File: src/common/firTypesPkg.sv
package firTypesPkg;

    // Coefficients are Q1.13
    localparam int CoeffWidth = 14;

    // Wide enough for any sum of MaxTaps coefficients
    localparam int AccWidth = 20;

    localparam int OutWidth = 12;

    // Largest supported half length
    localparam int MaxTaps = 32;

    typedef logic signed [CoeffWidth-1:0] coeffT;

    // Partial sums and half-sums
    typedef logic signed [AccWidth-1:0] accT;

    // Sum of both halves, one guard bit more
    typedef logic signed [AccWidth:0] totalT;

    // Offset binary output word
    typedef logic [OutWidth-1:0] outWordT;

endpackage

File: src/common/firCoeffPkg.sv
package firCoeffPkg;

    // Lookahead taps, index 0 sits next to the filter center
    localparam firTypesPkg::coeffT hbCoeff [firTypesPkg::MaxTaps] = '{
        1200, 1150, 1060, 940, 800, 650, 500, 360,
        230, 120, 30, -40, -90, -120, -130, -125,
        -110, -90, -65, -40, -20, -5, 8, 16,
        20, 20, 18, 14, 10, 6, 3, 1
    };

    // Lookback taps, slightly asymmetric to the lookahead side
    localparam firTypesPkg::coeffT hfCoeff [firTypesPkg::MaxTaps] = '{
        1180, 1120, 1030, 900, 760, 610, 460, 320,
        200, 95, 10, -55, -100, -125, -132, -124,
        -106, -84, -60, -36, -16, -2, 10, 17,
        20, 19, 16, 12, 8, 5, 2, 1
    };

    // From 13 to 11 fraction bits
    localparam int ScaleShift = 2;

    // Limits of a signed output word before the MSB flip
    localparam logic signed [firTypesPkg::OutWidth-1:0] SatMax =
        {1'b0, {(firTypesPkg::OutWidth - 1){1'b1}}};
    localparam logic signed [firTypesPkg::OutWidth-1:0] SatMin =
        {1'b1, {(firTypesPkg::OutWidth - 1){1'b0}}};

endpackage

File: src/common/partialSumIf.sv
`timescale 1ns/1ps

interface partialSumIf;

    firTypesPkg::accT aheadSum;
    firTypesPkg::accT backSum;
    logic sumValid;
    logic sumReady;

    modport producer (
        output aheadSum,
        output backSum,
        output sumValid,
        input  sumReady
    );

    modport consumer (
        input  aheadSum,
        input  backSum,
        input  sumValid,
        output sumReady
    );

endinterface

File: src/hw/firDecimator.sv
`timescale 1ns/1ps

module firDecimator #(
    parameter int Lookahead = 16,
    parameter int Lookback = 16,
    parameter int Dsr = 8,
    parameter int LutSize = 4
) (
    input  logic clkDS,
    input  logic rstN,
    input  logic sampleIn,
    input  logic sampleValid,
    output logic sampleReady,
    output firTypesPkg::outWordT outWord,
    output logic outValid,
    input  logic outReady
);

    logic [Lookahead+Lookback-1:0] window;
    logic windowValid;
    logic windowReady;

    partialSumIf sumsIf ();

    // Window is released every Dsr accepted bits
    sampleGather #(
        .Lookahead(Lookahead),
        .Lookback(Lookback),
        .Dsr(Dsr)
    ) gather (
        .clkDS(clkDS),
        .rstN(rstN),
        .sampleIn(sampleIn),
        .sampleValid(sampleValid),
        .sampleReady(sampleReady),
        .window(window),
        .windowValid(windowValid),
        .windowReady(windowReady)
    );

    dualLutMac #(
        .Lookahead(Lookahead),
        .Lookback(Lookback),
        .LutSize(LutSize)
    ) mac (
        .clkDS(clkDS),
        .rstN(rstN),
        .window(window),
        .windowValid(windowValid),
        .windowReady(windowReady),
        .sums(sumsIf.producer)
    );

    outputFormatter formatter (
        .clkDS(clkDS),
        .rstN(rstN),
        .sums(sumsIf.consumer),
        .outWord(outWord),
        .outValid(outValid),
        .outReady(outReady)
    );

endmodule

File: src/hw/outputFormatter.sv
`timescale 1ns/1ps

module outputFormatter (
    input  logic clkDS,
    input  logic rstN,
    partialSumIf.consumer sums,
    output firTypesPkg::outWordT outWord,
    output logic outValid,
    input  logic outReady
);

    localparam int Msb = firTypesPkg::OutWidth - 1;

    firTypesPkg::totalT total;
    firTypesPkg::totalT scaled;
    logic signed [Msb:0] clipped;
    firTypesPkg::outWordT formatted;
    logic take;

    assign sums.sumReady = !outValid || outReady;
    assign take = sums.sumValid && sums.sumReady;

    assign total = firTypesPkg::totalT'(sums.aheadSum) + firTypesPkg::totalT'(sums.backSum);
    // Truncating shift toward minus infinity
    assign scaled = total >>> firCoeffPkg::ScaleShift;

    always_comb begin
        if (scaled > firCoeffPkg::SatMax) begin
            clipped = firCoeffPkg::SatMax;
        end else if (scaled < firCoeffPkg::SatMin) begin
            clipped = firCoeffPkg::SatMin;
        end else begin
            clipped = scaled[Msb:0];
        end
    end

    // Offset binary
    assign formatted = {~clipped[Msb], clipped[Msb-1:0]};

    always_ff @(posedge clkDS) begin
        if (!rstN) begin
            outValid <= 1'b0;
        end else if (take) begin
            outValid <= 1'b1;
        end else if (outReady) begin
            outValid <= 1'b0;
        end
    end

    always_ff @(posedge clkDS) begin
        if (take) begin
            outWord <= formatted;
        end
    end

    outHeld: assert property (
        @(posedge clkDS) disable iff (!rstN)
        outValid && !outReady |=> outValid && $stable(outWord)
    );

endmodule

File: src/hw/sampleGather.sv
`timescale 1ns/1ps

module sampleGather #(
    parameter int Lookahead = 16,
    parameter int Lookback = 16,
    parameter int Dsr = 8
) (
    input  logic clkDS,
    input  logic rstN,
    input  logic sampleIn,
    input  logic sampleValid,
    output logic sampleReady,
    output logic [Lookahead+Lookback-1:0] window,
    output logic windowValid,
    input  logic windowReady
);

    localparam int WindowWidth = Lookahead + Lookback;
    localparam int CntWidth = (Dsr > 1) ? $clog2(Dsr) : 1;
    localparam logic [CntWidth-1:0] LastCount = CntWidth'(Dsr - 1);

    logic [WindowWidth-1:0] windowReg;
    logic [CntWidth-1:0] count;
    logic accept;

    // Frozen while a released window waits
    assign sampleReady = !windowValid;
    assign accept = sampleValid && sampleReady;
    assign window = windowReg;

    always_ff @(posedge clkDS) begin
        if (!rstN) begin
            windowReg <= '0;
            count <= '0;
            windowValid <= 1'b0;
        end else begin
            if (accept) begin
                // Newest sample enters at bit 0
                windowReg <= {windowReg[WindowWidth-2:0], sampleIn};
                if (count == LastCount) begin
                    count <= '0;
                    windowValid <= 1'b1;
                end else begin
                    count <= count + 1'b1;
                end
            end
            if (windowValid && windowReady) begin
                windowValid <= 1'b0;
            end
        end
    end

    // Released window must wait unchanged for its consumer
    windowHeld: assert property (
        @(posedge clkDS) disable iff (!rstN)
        windowValid && !windowReady |=> windowValid && $stable(window)
    );

endmodule

File: src/lutMac/dualLutMac.sv
`timescale 1ns/1ps

module dualLutMac #(
    parameter int Lookahead = 16,
    parameter int Lookback = 16,
    parameter int LutSize = 4
) (
    input  logic clkDS,
    input  logic rstN,
    input  logic [Lookahead+Lookback-1:0] window,
    input  logic windowValid,
    output logic windowReady,
    partialSumIf.producer sums
);

    localparam int AheadGroups = (Lookahead + LutSize - 1) / LutSize;
    localparam int BackGroups = (Lookback + LutSize - 1) / LutSize;
    localparam int MaxGroups = (AheadGroups > BackGroups) ? AheadGroups : BackGroups;
    // Both trees share one depth so the halves stay aligned
    localparam int Depth = $clog2(MaxGroups);

    logic [Lookahead-1:0] aheadTaps;
    logic [Lookback-1:0] backTaps;
    logic [Depth:0] validPipe;
    logic enable;

    // Lookahead half in reversed age order
    for (genvar j = 0; j < Lookahead; j++) begin : rev
        assign aheadTaps[j] = window[Lookahead-1-j];
    end

    assign backTaps = window[Lookahead+Lookback-1:Lookahead];

    // Whole pipeline holds only on a blocked result
    assign enable = !(sums.sumValid && !sums.sumReady);
    assign windowReady = enable;

    always_ff @(posedge clkDS) begin
        if (!rstN) begin
            validPipe <= '0;
        end else if (enable) begin
            validPipe[0] <= windowValid;
            for (int i = 1; i <= Depth; i++) begin
                validPipe[i] <= validPipe[i-1];
            end
        end
    end

    assign sums.sumValid = validPipe[Depth];

    lutMacUnit #(
        .Taps(Lookahead),
        .LutSize(LutSize),
        .Depth(Depth),
        .UseLookback(1'b0)
    ) aheadUnit (
        .clkDS(clkDS),
        .enable(enable),
        .taps(aheadTaps),
        .sum(sums.aheadSum)
    );

    lutMacUnit #(
        .Taps(Lookback),
        .LutSize(LutSize),
        .Depth(Depth),
        .UseLookback(1'b1)
    ) backUnit (
        .clkDS(clkDS),
        .enable(enable),
        .taps(backTaps),
        .sum(sums.backSum)
    );

    sumsHeld: assert property (
        @(posedge clkDS) disable iff (!rstN)
        sums.sumValid && !sums.sumReady |=>
            sums.sumValid && $stable(sums.aheadSum) && $stable(sums.backSum)
    );

endmodule

File: src/lutMac/lutMacUnit.sv
`timescale 1ns/1ps

module lutMacUnit #(
    parameter int Taps = 16,
    parameter int LutSize = 4,
    parameter int Depth = 2,
    parameter bit UseLookback = 1'b0
) (
    input  logic clkDS,
    input  logic enable,
    input  logic [Taps-1:0] taps,
    output firTypesPkg::accT sum
);

    localparam int Groups = (Taps + LutSize - 1) / LutSize;
    localparam int Entries = 1 << LutSize;
    localparam int PadWidth = Groups * LutSize;

    // Sum of the coefficients selected by the set bits of sel
    function automatic firTypesPkg::accT entrySum(int group, int sel);
        firTypesPkg::accT acc;
        int idx;
        acc = '0;
        for (int b = 0; b < LutSize; b++) begin
            idx = group * LutSize + b;
            if (idx < Taps && sel[b]) begin
                if (UseLookback) begin
                    acc = acc + firCoeffPkg::hfCoeff[idx];
                end else begin
                    acc = acc + firCoeffPkg::hbCoeff[idx];
                end
            end
        end
        return acc;
    endfunction

    // Nodes left at a given tree level
    function automatic int nodeCount(int level);
        int n;
        n = Groups;
        for (int l = 0; l < level; l++) begin
            n = (n + 1) / 2;
        end
        return n;
    endfunction

    logic [PadWidth-1:0] padded;
    firTypesPkg::accT tree [Depth+1][Groups];

    // Unused top bits of the last group read as zero
    assign padded = PadWidth'(taps);

    for (genvar g = 0; g < Groups; g++) begin : grp
        firTypesPkg::accT lut [Entries];
        logic [LutSize-1:0] sel;

        for (genvar e = 0; e < Entries; e++) begin : ent
            localparam firTypesPkg::accT Entry = entrySum(g, e);
            assign lut[e] = Entry;
        end

        assign sel = padded[g*LutSize +: LutSize];

        always_ff @(posedge clkDS) begin
            if (enable) begin
                tree[0][g] <= lut[sel];
            end
        end
    end

    // Odd node passes through; a shallow tree just forwards its root
    for (genvar l = 1; l <= Depth; l++) begin : lvl
        for (genvar n = 0; n < nodeCount(l); n++) begin : node
            if (2 * n + 1 < nodeCount(l - 1)) begin : pair
                always_ff @(posedge clkDS) begin
                    if (enable) begin
                        tree[l][n] <= tree[l-1][2*n] + tree[l-1][2*n+1];
                    end
                end
            end else begin : single
                always_ff @(posedge clkDS) begin
                    if (enable) begin
                        tree[l][n] <= tree[l-1][2*n];
                    end
                end
            end
        end
    end

    assign sum = tree[Depth][0];

endmodule

File: config.mk
export PLATFORM = sky130hd
export DESIGN_NAME = firDecimator
export DESIGN_NICKNAME = d
export VERILOG_FILES = /design/src/common/firTypesPkg.sv /design/src/common/firCoeffPkg.sv /design/src/common/partialSumIf.sv /design/src/hw/firDecimator.sv /design/src/hw/outputFormatter.sv /design/src/hw/sampleGather.sv /design/src/lutMac/dualLutMac.sv /design/src/lutMac/lutMacUnit.sv
export SDC_FILE = /design/constraint.sdc
export NUM_CORES = 1
export LEC_CHECK = 0
export ABC_AREA = 1
export BUFFER_PORTS_ARGS = -buffer_cell sky130_fd_sc_hd__buf_2
export CAP_MARGIN = 10
export CORE_ASPECT_RATIO = 0.5
export CORE_UTILIZATION = 50
export CTS_CLUSTER_SIZE = 24
export DETAILED_ROUTE_END_ITERATION = 16
export PLACE_DENSITY_LB_ADDON = 0.08
export RECOVER_POWER = 50
export SLEW_MARGIN = 20
export SYNTH_ARGS = -nofsm -noshare
export SYNTH_HDL_FRONTEND = slang
export SYNTH_SLANG_ARGS = --single-unit
File: constraint.sdc
create_clock -name clkDS -period 11.95 [get_ports clkDS]
set_input_delay 2.39 -clock clkDS [delete_from_list [all_inputs] [get_ports clkDS]]
set_output_delay 2.39 -clock clkDS [all_outputs]
set_load 0.01 [all_outputs]
== Word-level counts from Yosys, hierarchy flattened ==
Memory sizes are Yosys's and may differ from the RTL's.
Cells that the tools add are included.
Cells by class
  divide/modulo/power cells: 0
  magnitude comparators: 10
  shifts and indexed selects: 0
  bitwise operators: 10
  reductions and logical operators: 12
  equality and inequality tests: 1
  multiplexer cells: 22
  $add $sub $neg: 8
  $mul: 0
Operators with widths (count)
  $mux W20: 16
  $add A20 B20 Y20: 6
  $ge A5 B5 Y1 const B: 8
  $not A4 Y5: 8
  $mux W12: 2
  $add A20 B20 Y21: 1
  $gt A19 B12 Y1 const B: 1
  $lt A19 B12 Y1 const B: 1
  $logic_and A1 B1 Y1: 4
  $logic_not A1 Y1: 4
  $add A3 B1 Y3 const B: 1
  $eq A3 B3 Y1 const B: 1
  $mux W1: 3
  $mux W3: 1
  $not A1 Y1: 2
  $reduce_and A2 Y1: 1
  $reduce_bool A2 Y1: 1
  $reduce_or A2 Y1: 1
  $logic_or A1 B1 Y1: 1
Storage, ports and cells
  memories kept: 10
  flip-flop bits (word level): 52
  latch bits: 0
  input port bits: 5
  memory bits (writable): 480
  logic and storage cells: 80
  bits in read-only memories: 2560
  output and inout port bits: 14
Memories
  (no name shown): depth 16, width 20, read ports 1, clocked after memory_dff 0, write ports 0, RTL line lutMacUnit.sv:66  | tree[0][g] <= lut[sel];
  (no name shown): depth 16, width 20, read ports 1, clocked after memory_dff 0, write ports 0, RTL line lutMacUnit.sv:66
  (no name shown): depth 16, width 20, read ports 1, clocked after memory_dff 0, write ports 0, RTL line lutMacUnit.sv:66
  (no name shown): depth 16, width 20, read ports 1, clocked after memory_dff 0, write ports 0, RTL line lutMacUnit.sv:66
  (no name shown): depth 16, width 20, read ports 1, clocked after memory_dff 0, write ports 0, RTL line lutMacUnit.sv:66
  (no name shown): depth 16, width 20, read ports 1, clocked after memory_dff 0, write ports 0, RTL line lutMacUnit.sv:66
  4 more memories

== Depth between registers and ports, before layout ==
Gate-level depths: netlist of the first run.
  depth after elaboration: 7
  mapped depth: 17
  depth with buffers taken out: 16

== By module ==
Synthesis of the first run repeated with hierarchy kept, for this count alone.
Unflattened totals
  cell total of the unflattened synthesis: 1809
  area, all modules: 15367.2 um^2
Modules (own cells, without submodules)
  lutMacUnit (mac.aheadUnit): cells each 624, seq. area each 2852.7 um^2, area an instance 5958.2 um^2, instances 1
  lutMacUnit (mac.backUnit): cells each 616, seq. area each 2822.7 um^2, area an instance 5815.6 um^2, instances 1
  outputFormatter: cells each 315, seq. area each 380.4 um^2, area an instance 1891.8 um^2, instances 1
  sampleGather: cells each 236, seq. area each 720.7 um^2, area an instance 1576.5 um^2, instances 1
  dualLutMac: cells each 18, seq. area each 60.1 um^2, area an instance 125.1 um^2, instances 1

== Worst setup path before layout of the first run ==
No wires, ideal clock.
  kind: input-to-reg
  from: input outReady
  to: register mac.validPipe[0]
  data required time: 11.870 ns
  setup time: 0.080 ns
  path slack: 5.126 ns
  path buffers: 0
  cell stages on the path: 6
  arrival time: 6.744 ns
  path through: inv_1 nand2_1 nor2_1 inv_1 nand2_1 a21oi_1
On the way
  word-level cells in the longest chain between the ends: 3
RTL lines
  start, declared: RTL line firDecimator.sv:16  | input logic outReady
  $logic_or A1 B1 Y1: RTL line outputFormatter.sv:20  | assign sums.sumReady = !outValid || outReady;
  $logic_not A1 Y1: RTL line dualLutMac.sv:35  | assign enable = !(sums.sumValid && !sums.sumReady);
  $logic_and A1 B1 Y1: RTL line dualLutMac.sv:35
  end signal, assigned: RTL line dualLutMac.sv:42  | validPipe[0] <= windowValid;
  end signal, assigned by index: RTL line dualLutMac.sv:44  | validPipe[i] <= validPipe[i-1];
  end, declared: RTL line dualLutMac.sv:24  | logic [Depth:0] validPipe;
Every way passes these cells.
A chain may end at the register's enable or synchronous reset.

==> results of run 1 <==
==> through the flow <==
step / instances / setup slack (ps)
final: 1808 / 7700
after global routing: 1808 / 7540
after CTS: 1808 / 7720
after detailed placement: 1769 / 7170
after global placement: 1769 / 7190
after floorplan: 1419 / 5130
==> power groups by stage <==
| stage | registers, mW | clock network, mW | logic [mW] |
|---|---|---|---|
| floorplan | 1.23 | 0 | 1.06 |
| global placement | 1.27 | 0 | 1.30 |
| detailed placement | 1.28 | 0 | 1.32 |
| CTS | 1.26 | 0.786 | 1.33 |
| global route | 1.28 | 0.816 | 1.51 |
| finish | 1.26 | 0.770 | 1.32 |
==> final cells by class <==
| cell class | count | area, um^2 | share of cell area [%] |
|---|---|---|---|
| clock buffers | 25 | 583 | 3.87 |
| clock inverters | 14 | 196 | 1.30 |
| inverters | 173 | 654 | 4.34 |
| multi-input cells | 982 | 6260 | 41.5 |
| flip-flops and latches | 241 | 6840 | 45.3 |
| well taps | 352 | 440 | 2.92 |
| repair buffers | 21 | 108 | 0.714 |
==> worst max path at each step <==
stage / from / to / slack [ps] / cells after the start
6_report: outReady / mac.backUnit.tree[0][238] / 7700 / 6
3_5_place_dp: outReady / mac.backUnit.tree[0][239] / 7170 / 6
2_1_floorplan: outReady / mac.validPipe[0] / 5130 / 6
5_1_grt: outReady / mac.aheadUnit.tree[0][226] / 7540 / 6
4_1_cts: outReady / mac.aheadUnit.tree[0][226] / 7720 / 6
3_3_place_gp: outReady / mac.backUnit.tree[0][238] / 7190 / 6
==> worst max-delay path: cells and delay by family <==
kind                   cells  cell delay, ps
buffers and inverters      4            1620
and+or+nand+nor            2             190
==> logic make-up (layout without fill, tap and decap cells) <==
logic type | after synthesis | after routing | share of synthesized area [%]
DFF | 241 | 241 | 49.4
adders and majority gates | 158 | 158 | 14.7
AOI/OAI and AO/OA | 298 | 298 | 11.7
xor gates and xnor gates | 88 | 88 | 5.56
buffers and inverters | 196 | 233 | 5.42
and+or+nand+nor | 438 | 438 | 13.3
==> cell usage in the layout, fill, tap and decap left out, types with 4 or more instances in the layout <==
cell,count
a21o_1,5
or2_2,6
ha_1,150
clkinv_1,6
inv_1,166
a31oi_1,6
o22ai_1,9
o21ai_0,124
nand2_2,6
nor2_2,7
clkbuf_16,23
bufinv_16,5
fa_1,8
xnor2_1,31
a211oi_1,5
xor2_1,57
clkbuf_1,4
dfxtp_1,40
inv_2,4
buf_2,17
nand2_1,280
nand3_1,38
nand4_1,10
a21oi_1,125
edfxtp_1,201
nor2_1,74
==> sequential cells by signal, indices dropped and copies added, names as in the netlist <==
name                cells
gather.count            3
mac.validPipe           3
gather.window          32
mac.backUnit.tree      94
formatter.outWord      12
formatter.outValid      1
mac.aheadUnit.tree     95
gather.windowValid      1
==> layer usage <==
metal | global-route usage [%] | up-vias
li1 | - | 4885
met1 | 26.7 | 4287
met2 | 31.2 | 117
met3 | 3.38 | 35
met4 | 4.03 | 0
met5 | 0 | -
==> cells in the mapped netlist, types with 7 or more instances <==
cell        n
dfxtp_1    40
nand4_1    10
edfxtp_1  201
ha_1      150
fa_1        8
xnor2_1    31
o22ai_1     9
inv_1     166
xor2_1     57
nand3_1    38
a21oi_1   124
nand2_2     8
nand2_1   278
o21ai_0   119
nor2_1     75
clkbuf_1   20
nor2_2      7
==> reports/results.txt, run 1 <==
Post-Synthesis Cells - 1419
Clock network fraction of design power - 23.0%
WL met2 - 11400 um
Clk_skew - 14.3 ps
CTS Sinks - 241
VDD IR-drop max - 0.101 mV
Die ar. - 28400 um^2
Met1 wire length - 13500 um
Post-cts resize count - 0
FP Rows - 42
Die W - 237 um
Wire per inst - 14.6 um
Layout cells sized above 1 - 5.84%
Vias in the first global route - 8892
First-pass iteration count of the detailed router - 5
Number of fill cells - 2319
Core region area - 26800 um^2
Starting density of the core - 51.7%
Die height - 120 um
Period minus WS final - 4250 ps
Fin. Hold Viols - 0
Final Util - 56.3%
Yosys warning count - 0
Mapped Area - 13900 um^2
Nets - 1605
Global route total overflow - 0
Met3 wire length - 1040 um
Tightest Hold Check Type - reg -> reg
Syn_nets - 1582
Sequential area share after synthesis - 49.4%
DR vias/cell - 5.16
Top Metal Used - met4
Fraction of power spent switching nets - 37.0%
Failing checks - capacitance limit, slew limit
Setup CP Type - in -> reg
Cells along the critical path - buf_2 -> inv_1 -> nand2_1 -> nor2_1 -> inv_6 -> buf_4
RSZ-0062 raised after global routing - false
Reg2Reg Depth - 9
CP max stage delay - 850 ps
TritonCTS clock tree - done
EDFF count, synth - 201
Max_slew headroom - -1.84%
Gpl congestion - 0.891
Critical path endpoint category - flip-flop
Seq pwr share - 37.6%
Worst Path Max Fanout - 118
Final wirelength - 26400 um
PD cells - 222 nW/um^2
Antenna violations before repair - 0
Clk_lat worst skew - 520 ps
Finished layout cell area - 15100 um^2
Achievable frequency - 235 MHz
Asr flop ratio synth - 0%
Critical path required time - 12090 ps
Slew Viols, Final - 39
Global Route Usage Sum - 19.1%
Part of the cycle the worst path needs - 35.6%
Hold path startpoint - mac.aheadUnit.tree[0][0]
Total number of vias - 9324
Final ANT Viol Nets - 0
Area growth syn-to-layout - 8.85%
# setup viols final - 0
Slew @ Worst Pin - 1530 ps
Worst Hold Depth - 0
Pint - 2.11 mW
Startpoint types - input pin
WHS - 422 ps
Post-DP Area - 14300 um^2
P_sw - 1.24 mW
CTS buffer count - 23
Endpoint, Worst Hold - mac.aheadUnit.tree[0][120]
Area contributors post-synth - edfxtp_1 44%, ha_1 14%, nand2_1 7.5%
Yosys cell types - 50
CTS Root Buffer Type - clkbuf_16
Max-cap violations - 1
Hold bufs inserted after CTS - 0
Mean Syn Cell Area - 9.76 um^2
IO Pins - 19
Total power draw - 3.34 mW
Reg2Reg Setup Slack - 9150 ps
First-pass GRT wire length - 43300 um
# DRC - 0
H-tree lvl count - 1
Worst R2R End - mac.aheadUnit.tree[0][129]
Leak - 6.81 nW
Ant. Diodes - 0
Dominant cell type by area after synthesis - edfxtp_1
Reg-to-reg startpoint - mac.aheadUnit.tree[0][1]
Setup bufs post-CTS - 0
Clk slew on worst S/H paths - 60 ps
Iter 0 DRT Violations - 488
Logic gate share of total power - 39.3%
Synth Flop Type - edfxtp_1
Outcome - finished, violations left
Slowest stage cell, crit path - buf_4
Data arrival, critical path - 4390 ps
Setup TNS - 0 ps
Dpl hpwl - 20000 um
Clock tree buffer depth - 3
Port bufs - 18
Largest net degree at the start of global routing - 119
Yosys reg bits - 241
Share of the synthesized area in the top cell type - 43.6%
Note: power is estimated with default switching activity, not from simulation.
==> run 2: changes to the inputs <==
Clock period 11.95 ns to 4 ns, I/O delays scaled along.
==> run 2 against run 1 <==
The flow still finishes with violations (capacitance limit, slew limit). Critical path depth stayed put. Clock power increased to 3.4 times the previous value. Die area did not move. Final cell count is 0.28% higher. Register-to-register slack worse by 8200 ps. Design area grew 1.2%. Via count rose by 0.87%. Routed wire length rose by 1.8%. Largest power group unchanged. Sequential power grew to 3.0 times the previous value. First-iteration DRC count is 32% higher. Hold slack gained 11 ps. Combinational power rose to 3.1 times the previous value.
==> reports/results.txt, run 2 (synthesized netlist as in run 1, its figures left out) <==
Clk_lat worst skew - 520 ps (about the same)
Most flops, register - mac.aheadUnit.tree (unchanged)
DR vias/cell - 5.19 (was 5.16)
Die ar. - 28400 um^2 (unchanged)
Reg-to-reg startpoint - formatter.outValid (was mac.aheadUnit.tree[0][1])
Setup TNS - 0 ps (unchanged)
Worst Path Max Fanout - 101 (was 118)
Die height - 120 um (unchanged)
Part of the cycle the worst path needs - 79.3%
VDD IR-drop max - 0.316 mV (was 0.101 mV)
Post-DP Area - 14400 um^2 (was 14300 um^2)
Worst Hold Depth - 0 (unchanged)
Global route total overflow - 0 (unchanged)
Slew @ Worst Pin - 1490 ps (was 1530 ps)
Worst R2R End - mac.aheadUnit.tree[0][226] (was mac.aheadUnit.tree[0][129])
Starting density of the core - 51.7% (unchanged)
CTS Root Buffer Type - clkbuf_16 (unchanged)
Hold bufs inserted after CTS - 0 (unchanged)
# DRC - 0 (unchanged)
Data arrival, critical path - 3370 ps (was 4390 ps)
Antenna violations before repair - 0 (unchanged)
IO Pins - 19 (unchanged)
Setup CP Type - in -> reg (unchanged)
First-pass GRT wire length - 44500 um (was 43300 um)
Startpoint types - input pin (unchanged)
Post-cts resize count - 0 (unchanged)
Max_slew headroom - -0.211% (was -1.84%)
Area growth syn-to-layout - 10.2% (was 8.85%)
Leak - 6.86 nW (was 6.81 nW)
WHS - 433 ps (was 422 ps)
Dpl hpwl - 20700 um (was 20000 um)
Setup WS pre-CTS - 1280 ps (was 7170 ps)
Iter 0 DRT Violations - 644 (was 488)
Outcome - finished, violations left (unchanged)
TritonCTS clock tree - done (unchanged)
Max-cap violations - 2 (was 1)
CTS Sinks - 241 (unchanged)
CTS buffer count - 23 (unchanged)
Post-Layout Cell Count - 1813 (was 1808)
Placed insts - 1772 (was 1769)
Port bufs - 18 (unchanged)
Final ANT Viol Nets - 0 (unchanged)
Critical path endpoint category - flip-flop (unchanged)
Clk slew on worst S/H paths - 70 ps (was 60 ps)
Endpoint, Worst Hold - mac.backUnit.tree[0][220] (was mac.aheadUnit.tree[0][120])
Ant. Diodes - 0 (unchanged)
Finished layout cell area - 15300 um^2 (was 15100 um^2)
Critical path required time - 4200 ps (was 12090 ps)
Commonest non-fill, non-tap cell in the layout - nand2_1 (unchanged)
H-tree lvl count - 1 (unchanged)
Largest net degree at the start of global routing - 102 (was 119)
RSZ-0062 raised after global routing - false (unchanged)
Fin. Hold Viols - 0 (unchanged)
Clk_skew - 16.0 ps (was 14.3 ps)
Tightest Hold Check Type - reg -> reg (unchanged)
Slew Viols, Final - 39 (unchanged)
First-pass iteration count of the detailed router - 5 (unchanged)
Failing checks - capacitance limit, slew limit (unchanged)
Most frequent cells in the layout - 278 x nand2_1, 201 x edfxtp_1, 164 x inv_1 (was 280 x nand2_1, 201 x edfxtp_1, 166 x inv_1)
Period minus WS final - 3170 ps
Gpl congestion - 0.895 (was 0.891)
Wire per inst - 14.8 um (was 14.6 um)
Total number of vias - 9405 (was 9324)
Final WS setup - 827 ps (was 7700 ps)
Reg2Reg Depth - 4 (was 9)
Vias in the first global route - 9041 (was 8892)
Largest register FFs - 95 (unchanged)
FP Rows - 42 (unchanged)
Die W - 237 um (unchanged)
Global Route Usage Sum - 19.6% (was 19.1%)
Reg2Reg Setup Slack - 990 ps (was 9150 ps)
Core region area - 26800 um^2 (unchanged)
Clock tree buffer depth - 3 (unchanged)
PD cells - 683 nW/um^2 (was 222 nW/um^2)
Final wirelength - 26900 um (was 26400 um)
Hold path startpoint - mac.backUnit.tree[0][120] (was mac.aheadUnit.tree[0][0])
Setup bufs post-CTS - 0 (unchanged)
Nets - 1608 (was 1605)
# setup viols final - 0 (unchanged)
Layout cells sized above 1 - 5.89% (was 5.84%)
Achievable frequency - 315 MHz
## run 2: changes by cell type in the layout (fill, tap and decap cells not counted), moves of 3 or more
cell	previous run	this run
buf_2	17	2
clkbuf_1	4	18
o21ai_1	0	3
clkinv_2	3	0
clkinv_1	6	2
bufinv_16	5	9
o21ai_0	124	120
## run 2: per-stage QoR
step	utilization (%)	power, mW
after floorplan	-	6.85
after global placement	53.6	7.77
after detailed placement	53.6	7.83
after CTS	57.1	10.5
after global routing	56.9	11.2
final	56.9	10.4
## run 2: worst max-delay path, stage by stage
cell,delay [ps]
clkbuf_1,170
inv_12,80
nand2_1,60
nor2_1,240
clkinvlp_2,1210
buf_12,700
## run 2: power by group
| group | internal, mW | switching [mW] |
|---|---|---|
| Sequential | 3.48 | 0.277 |
| Clock | 1.68 | 0.967 |
| Combinational | 1.46 | 2.57 |
| Total | 6.62 | 3.81 |
## run 2: layout make-up
type | instances | area (um^2)
Sequential cell | 241 | 6840
Fill cell | 2311 | 11500
Multi-Input combinational cell | 982 | 6270
Clock inverter | 15 | 320
Timing Repair Buffer | 24 | 124
Tap cell | 352 | 440
Clock buffer | 26 | 607
Inverter | 173 | 663
## run 2: routing by layer
layer,global-route usage (%),up-vias,part of all wire [%]
met2,31.7,142,44
met3,3.08,33,3.7
met4,3.87,0,1.6
met5,0,-,0
met1,28.0,4337,51
li1,-,4893,-
## run 2: worst max-delay path by stage
stage                                  start                          to  slack (ps)  cells past startpoint
detailed placement                  outReady   mac.backUnit.tree[0][120]        1280                      6
floorplan                           outReady    mac.aheadUnit.tree[0][0]        -250                      4
CTS                 mac.aheadUnit.tree[0][1]  mac.aheadUnit.tree[0][129]        1330                      9
finish                              outReady  mac.aheadUnit.tree[0][226]         830                      6
global placement                    outReady   mac.backUnit.tree[0][220]        1320                      6
global route                        outReady  mac.aheadUnit.tree[0][221]         590                      6
==> run 3: changes to the inputs <==
Settings changed: ABC_AREA 1 to 0.
Clock period 4 ns to 3.2 ns, I/O delays scaled along.
==> run 3 against run 2 <==
The run still ends with capacitance limit, slew limit left. Sequential share of layout area increased by 0.64 points. Setup slack lost 590 ps. Utilization decreased by 0.80 points. Synthesized cell count decreased by 11%. Global-route usage decreased by 0.77 points. Clock skew is 7.0 ps lower. Routed wire length shrank 3.4%. Flip-flop and latch count is the same. Critical endpoint is now formatter.outWord[3]. Largest cell class unchanged. Largest power group is now registers.
==> reports/results.txt, run 3 <==
Largest family of logic cells by synthesized area - compound AO/OA/AOI/OAI gates (was adder cells)
Slew @ Worst Pin - 1690 ps (was 1490 ps)
Mean Syn Cell Area - 11.0 um^2 (was 9.76 um^2)
Post-synthesis mux area share - 1.50% (was 0%)
# DRC - 0 (unchanged)
EDFF count, synth - 201 (unchanged)
Gpl congestion - 0.867 (was 0.895)
Slew Viols, Final - 68 (was 39)
Core region area - 26800 um^2 (unchanged)
Syn_nets - 1425 (was 1582)
Clk slew on worst S/H paths - 70 ps (about the same)
TritonCTS clock tree - done (unchanged)
Met2 GRT Util - 28.6% (was 31.7%)
RSZ-0062 raised after global routing - false (unchanged)
Met3 Usage GRT - 3.63% (was 3.08%)
CTS Root Buffer Type - clkbuf_16 (unchanged)
Dominant cell type by area after synthesis - edfxtp_1 (unchanged)
Achievable frequency - 337 MHz
First-pass iteration count of the detailed router - 5 (unchanged)
Starting density of the core - 51.6% (was 51.7%)
Worst Path Max Fanout - 11 (was 101)
Max-cap violations - 1 (was 2)
FP Rows - 42 (unchanged)
Layout cells sized above 1 - 5.95% (was 5.89%)
Most flops, register - mac.aheadUnit.tree (unchanged)
DR vias/cell - 5.41 (was 5.19)
Antenna violations before repair - 1 (was 0)
Area growth syn-to-layout - 8.74% (was 10.2%)
Yosys reg bits - 241 (unchanged)
Yosys warning count - 0 (unchanged)
Area contributors post-synth - edfxtp_1 44%, ha_1 14%, dfxtp_1 5.8% (was edfxtp_1 44%, ha_1 14%, nand2_1 7.5%)
Die ar. - 28400 um^2 (about the same)
Gr busiest metal - met2 (unchanged)
Post-Layout Cell Count - 1646 (was 1813)
Max_slew headroom - -13.1% (was -0.211%)
Total number of vias - 8913 (was 9405)
CTS buffer count - 23 (unchanged)
Failing checks - capacitance limit, slew limit (unchanged)
Startpoint types - flip-flop (was input pin)
Clk_lat worst skew - 520 ps (about the same)
Vias in the first global route - 8403 (was 9041)
Placed insts - 1606 (was 1772)
Leak - 6.41 nW (was 6.86 nW)
Critical path required time - 3450 ps (was 4200 ps)
Final ANT Viol Nets - 0 (unchanged)
XOR/XNOR share of the synthesized area - 5.13% (was 5.56%)
IO Pins - 19 (unchanged)
Global Route Usage Sum - 18.8% (was 19.6%)
Die W - 237 um (about the same)
Data arrival, critical path - 3220 ps (was 3370 ps)
Synth Flop Type - edfxtp_1 (unchanged)
Most common cell in the netlist - edfxtp_1 (was nand2_1)
Final wirelength - 26000 um (was 26900 um)
Largest register FFs - 95 (unchanged)
Most frequent cells in the layout - 201 x edfxtp_1, 150 x ha_1, 130 x nand2_1 (was 278 x nand2_1, 201 x edfxtp_1, 164 x inv_1)
Wire per inst - 15.8 um (was 14.8 um)
Die height - 120 um (about the same)
First-pass GRT wire length - 42500 um (was 44500 um)
Final Util - 56.1% (was 56.9%)
VDD IR-drop max - 0.391 mV (was 0.316 mV)
Clk_skew - 8.94 ps (was 16.0 ps)
Critical path endpoint category - flip-flop (unchanged)
Yosys cell types - 67 (was 50)
Top cells by count, synth - 201 x edfxtp_1, 150 x ha_1, 131 x nand2_1, 92 x inv_1, 73 x o21ai_0 (was 278 x nand2_1, 201 x edfxtp_1, 166 x inv_1, 150 x ha_1, 124 x a21oi_1)
Simple-Gate Fraction of Synth Area - 10.9% (was 13.3%)
Synth Area in Compound Gates - 14.8% (was 11.7%)
Setup TNS - 0 ps (unchanged)
Outcome - finished, violations left (unchanged)
Setup CP Type - reg -> reg (was in -> reg)
Port bufs - 18 (unchanged)
Period minus WS final - 2970 ps
Synth Area in Adders - 14.7% (about the same)
Mapped Area - 13800 um^2 (was 13900 um^2)
Tightest Hold Check Type - in -> reg (was reg -> reg)
PD cells - 423 nW/um^2 (was 683 nW/um^2)
Sequential area share after synthesis - 49.4% (about the same)
Iter 0 DRT Violations - 459 (was 644)
Part of the cycle the worst path needs - 92.7%
Commonest non-fill, non-tap cell in the layout - edfxtp_1 (was nand2_1)
Clock tree buffer depth - 3 (unchanged)
Setup bufs post-CTS - 0 (unchanged)
Post-Synthesis Cells - 1262 (was 1419)
Ant. Diodes - 0 (unchanged)
Global route total overflow - 0 (unchanged)
WHS - 366 ps (was 433 ps)
Asr flop ratio synth - 0% (unchanged)
Dpl hpwl - 19200 um (was 20700 um)
Hold bufs inserted after CTS - 0 (unchanged)
Fin. Hold Viols - 0 (unchanged)
Largest net degree at the start of global routing - 70 (was 102)
H-tree lvl count - 1 (unchanged)
# setup viols final - 0 (unchanged)
Grt met1 use - 28.0% (about the same)
Share of the synthesized area in the top cell type - 43.6% (about the same)
CTS Sinks - 241 (unchanged)
Nets - 1442 (was 1608)
## run 3: cell type report
class	count	area (um^2)
Multi-Input combinational cell	891	6530
Timing Repair Buffer	30	176
Clock buffer	29	639
Inverter	92	345
Fill cell	2253	11800
Sequential cell	241	6840
Tap cell	352	440
Clock inverter	11	83.8
## run 3: critical path, cell delays in order, from the launching register on
cell      delay [ps]
edfxtp_1         370
ha_1             300
a31oi_1          150
a221oi_4         440
o211ai_1         190
a31oi_1          300
o41ai_1          120
a211o_1          300
o31ai_2          250
buf_4            200
o41ai_1           80
## run 3: kinds of logic after synthesis
| family | Yosys count |
|---|---|
| and+or+nand+nor | 324 |
| muxes | 19 |
| xor gates and xnor gates | 81 |
| adders and majority gates | 158 |
| AOI/OAI and AO/OA | 309 |
| DFF | 241 |
| buffers and inverters | 130 |
## run 3: worst paths after layout
check                             from                   endpoint  slack [ps]  depth (start not counted)
max          mac.backUnit.tree[0][221]       formatter.outWord[3]         230                         10
max reg2reg  mac.backUnit.tree[0][221]       formatter.outWord[3]         230                         10
min                           sampleIn           gather.window[0]         370                          3
min reg2reg  mac.backUnit.tree[0][120]  mac.backUnit.tree[0][220]         420                          0
## run 3: what timing repair did
item,in CTS,in global routing
resized for setup,0,3
setup endpoints to repair,0,15
endpoints found under the hold margin,0,0
## run 3: metrics by stage
| stage | cell area (um^2) | worst slack (ps) | power [mW] |
|---|---|---|---|
| after floorplan | 13800 | 550 | 3.70 |
| after global placement | 14400 | 284 | 3.75 |
| after detailed placement | 14400 | 140 | 3.76 |
| after CTS | 15100 | 136 | 6.43 |
| after global routing | 15000 | 25.2 | 6.59 |
| final | 15000 | 233 | 6.37 |
## run 3: power breakdown
| part | total, mW | switching, mW | internal [mW] |
|---|---|---|---|
| Sequential | 3.45 | 0.0284 | 3.42 |
| Clock | 2.68 | 1.19 | 1.50 |
| Combinational | 0.236 | 0.141 | 0.0959 |
## run 3: routing by layer
layer  wire [um]  part of all wire [%]
met5           0                     0
met4         408                   1.6
met3        1080                   4.2
met2       10900                    42
met1       13700                    53
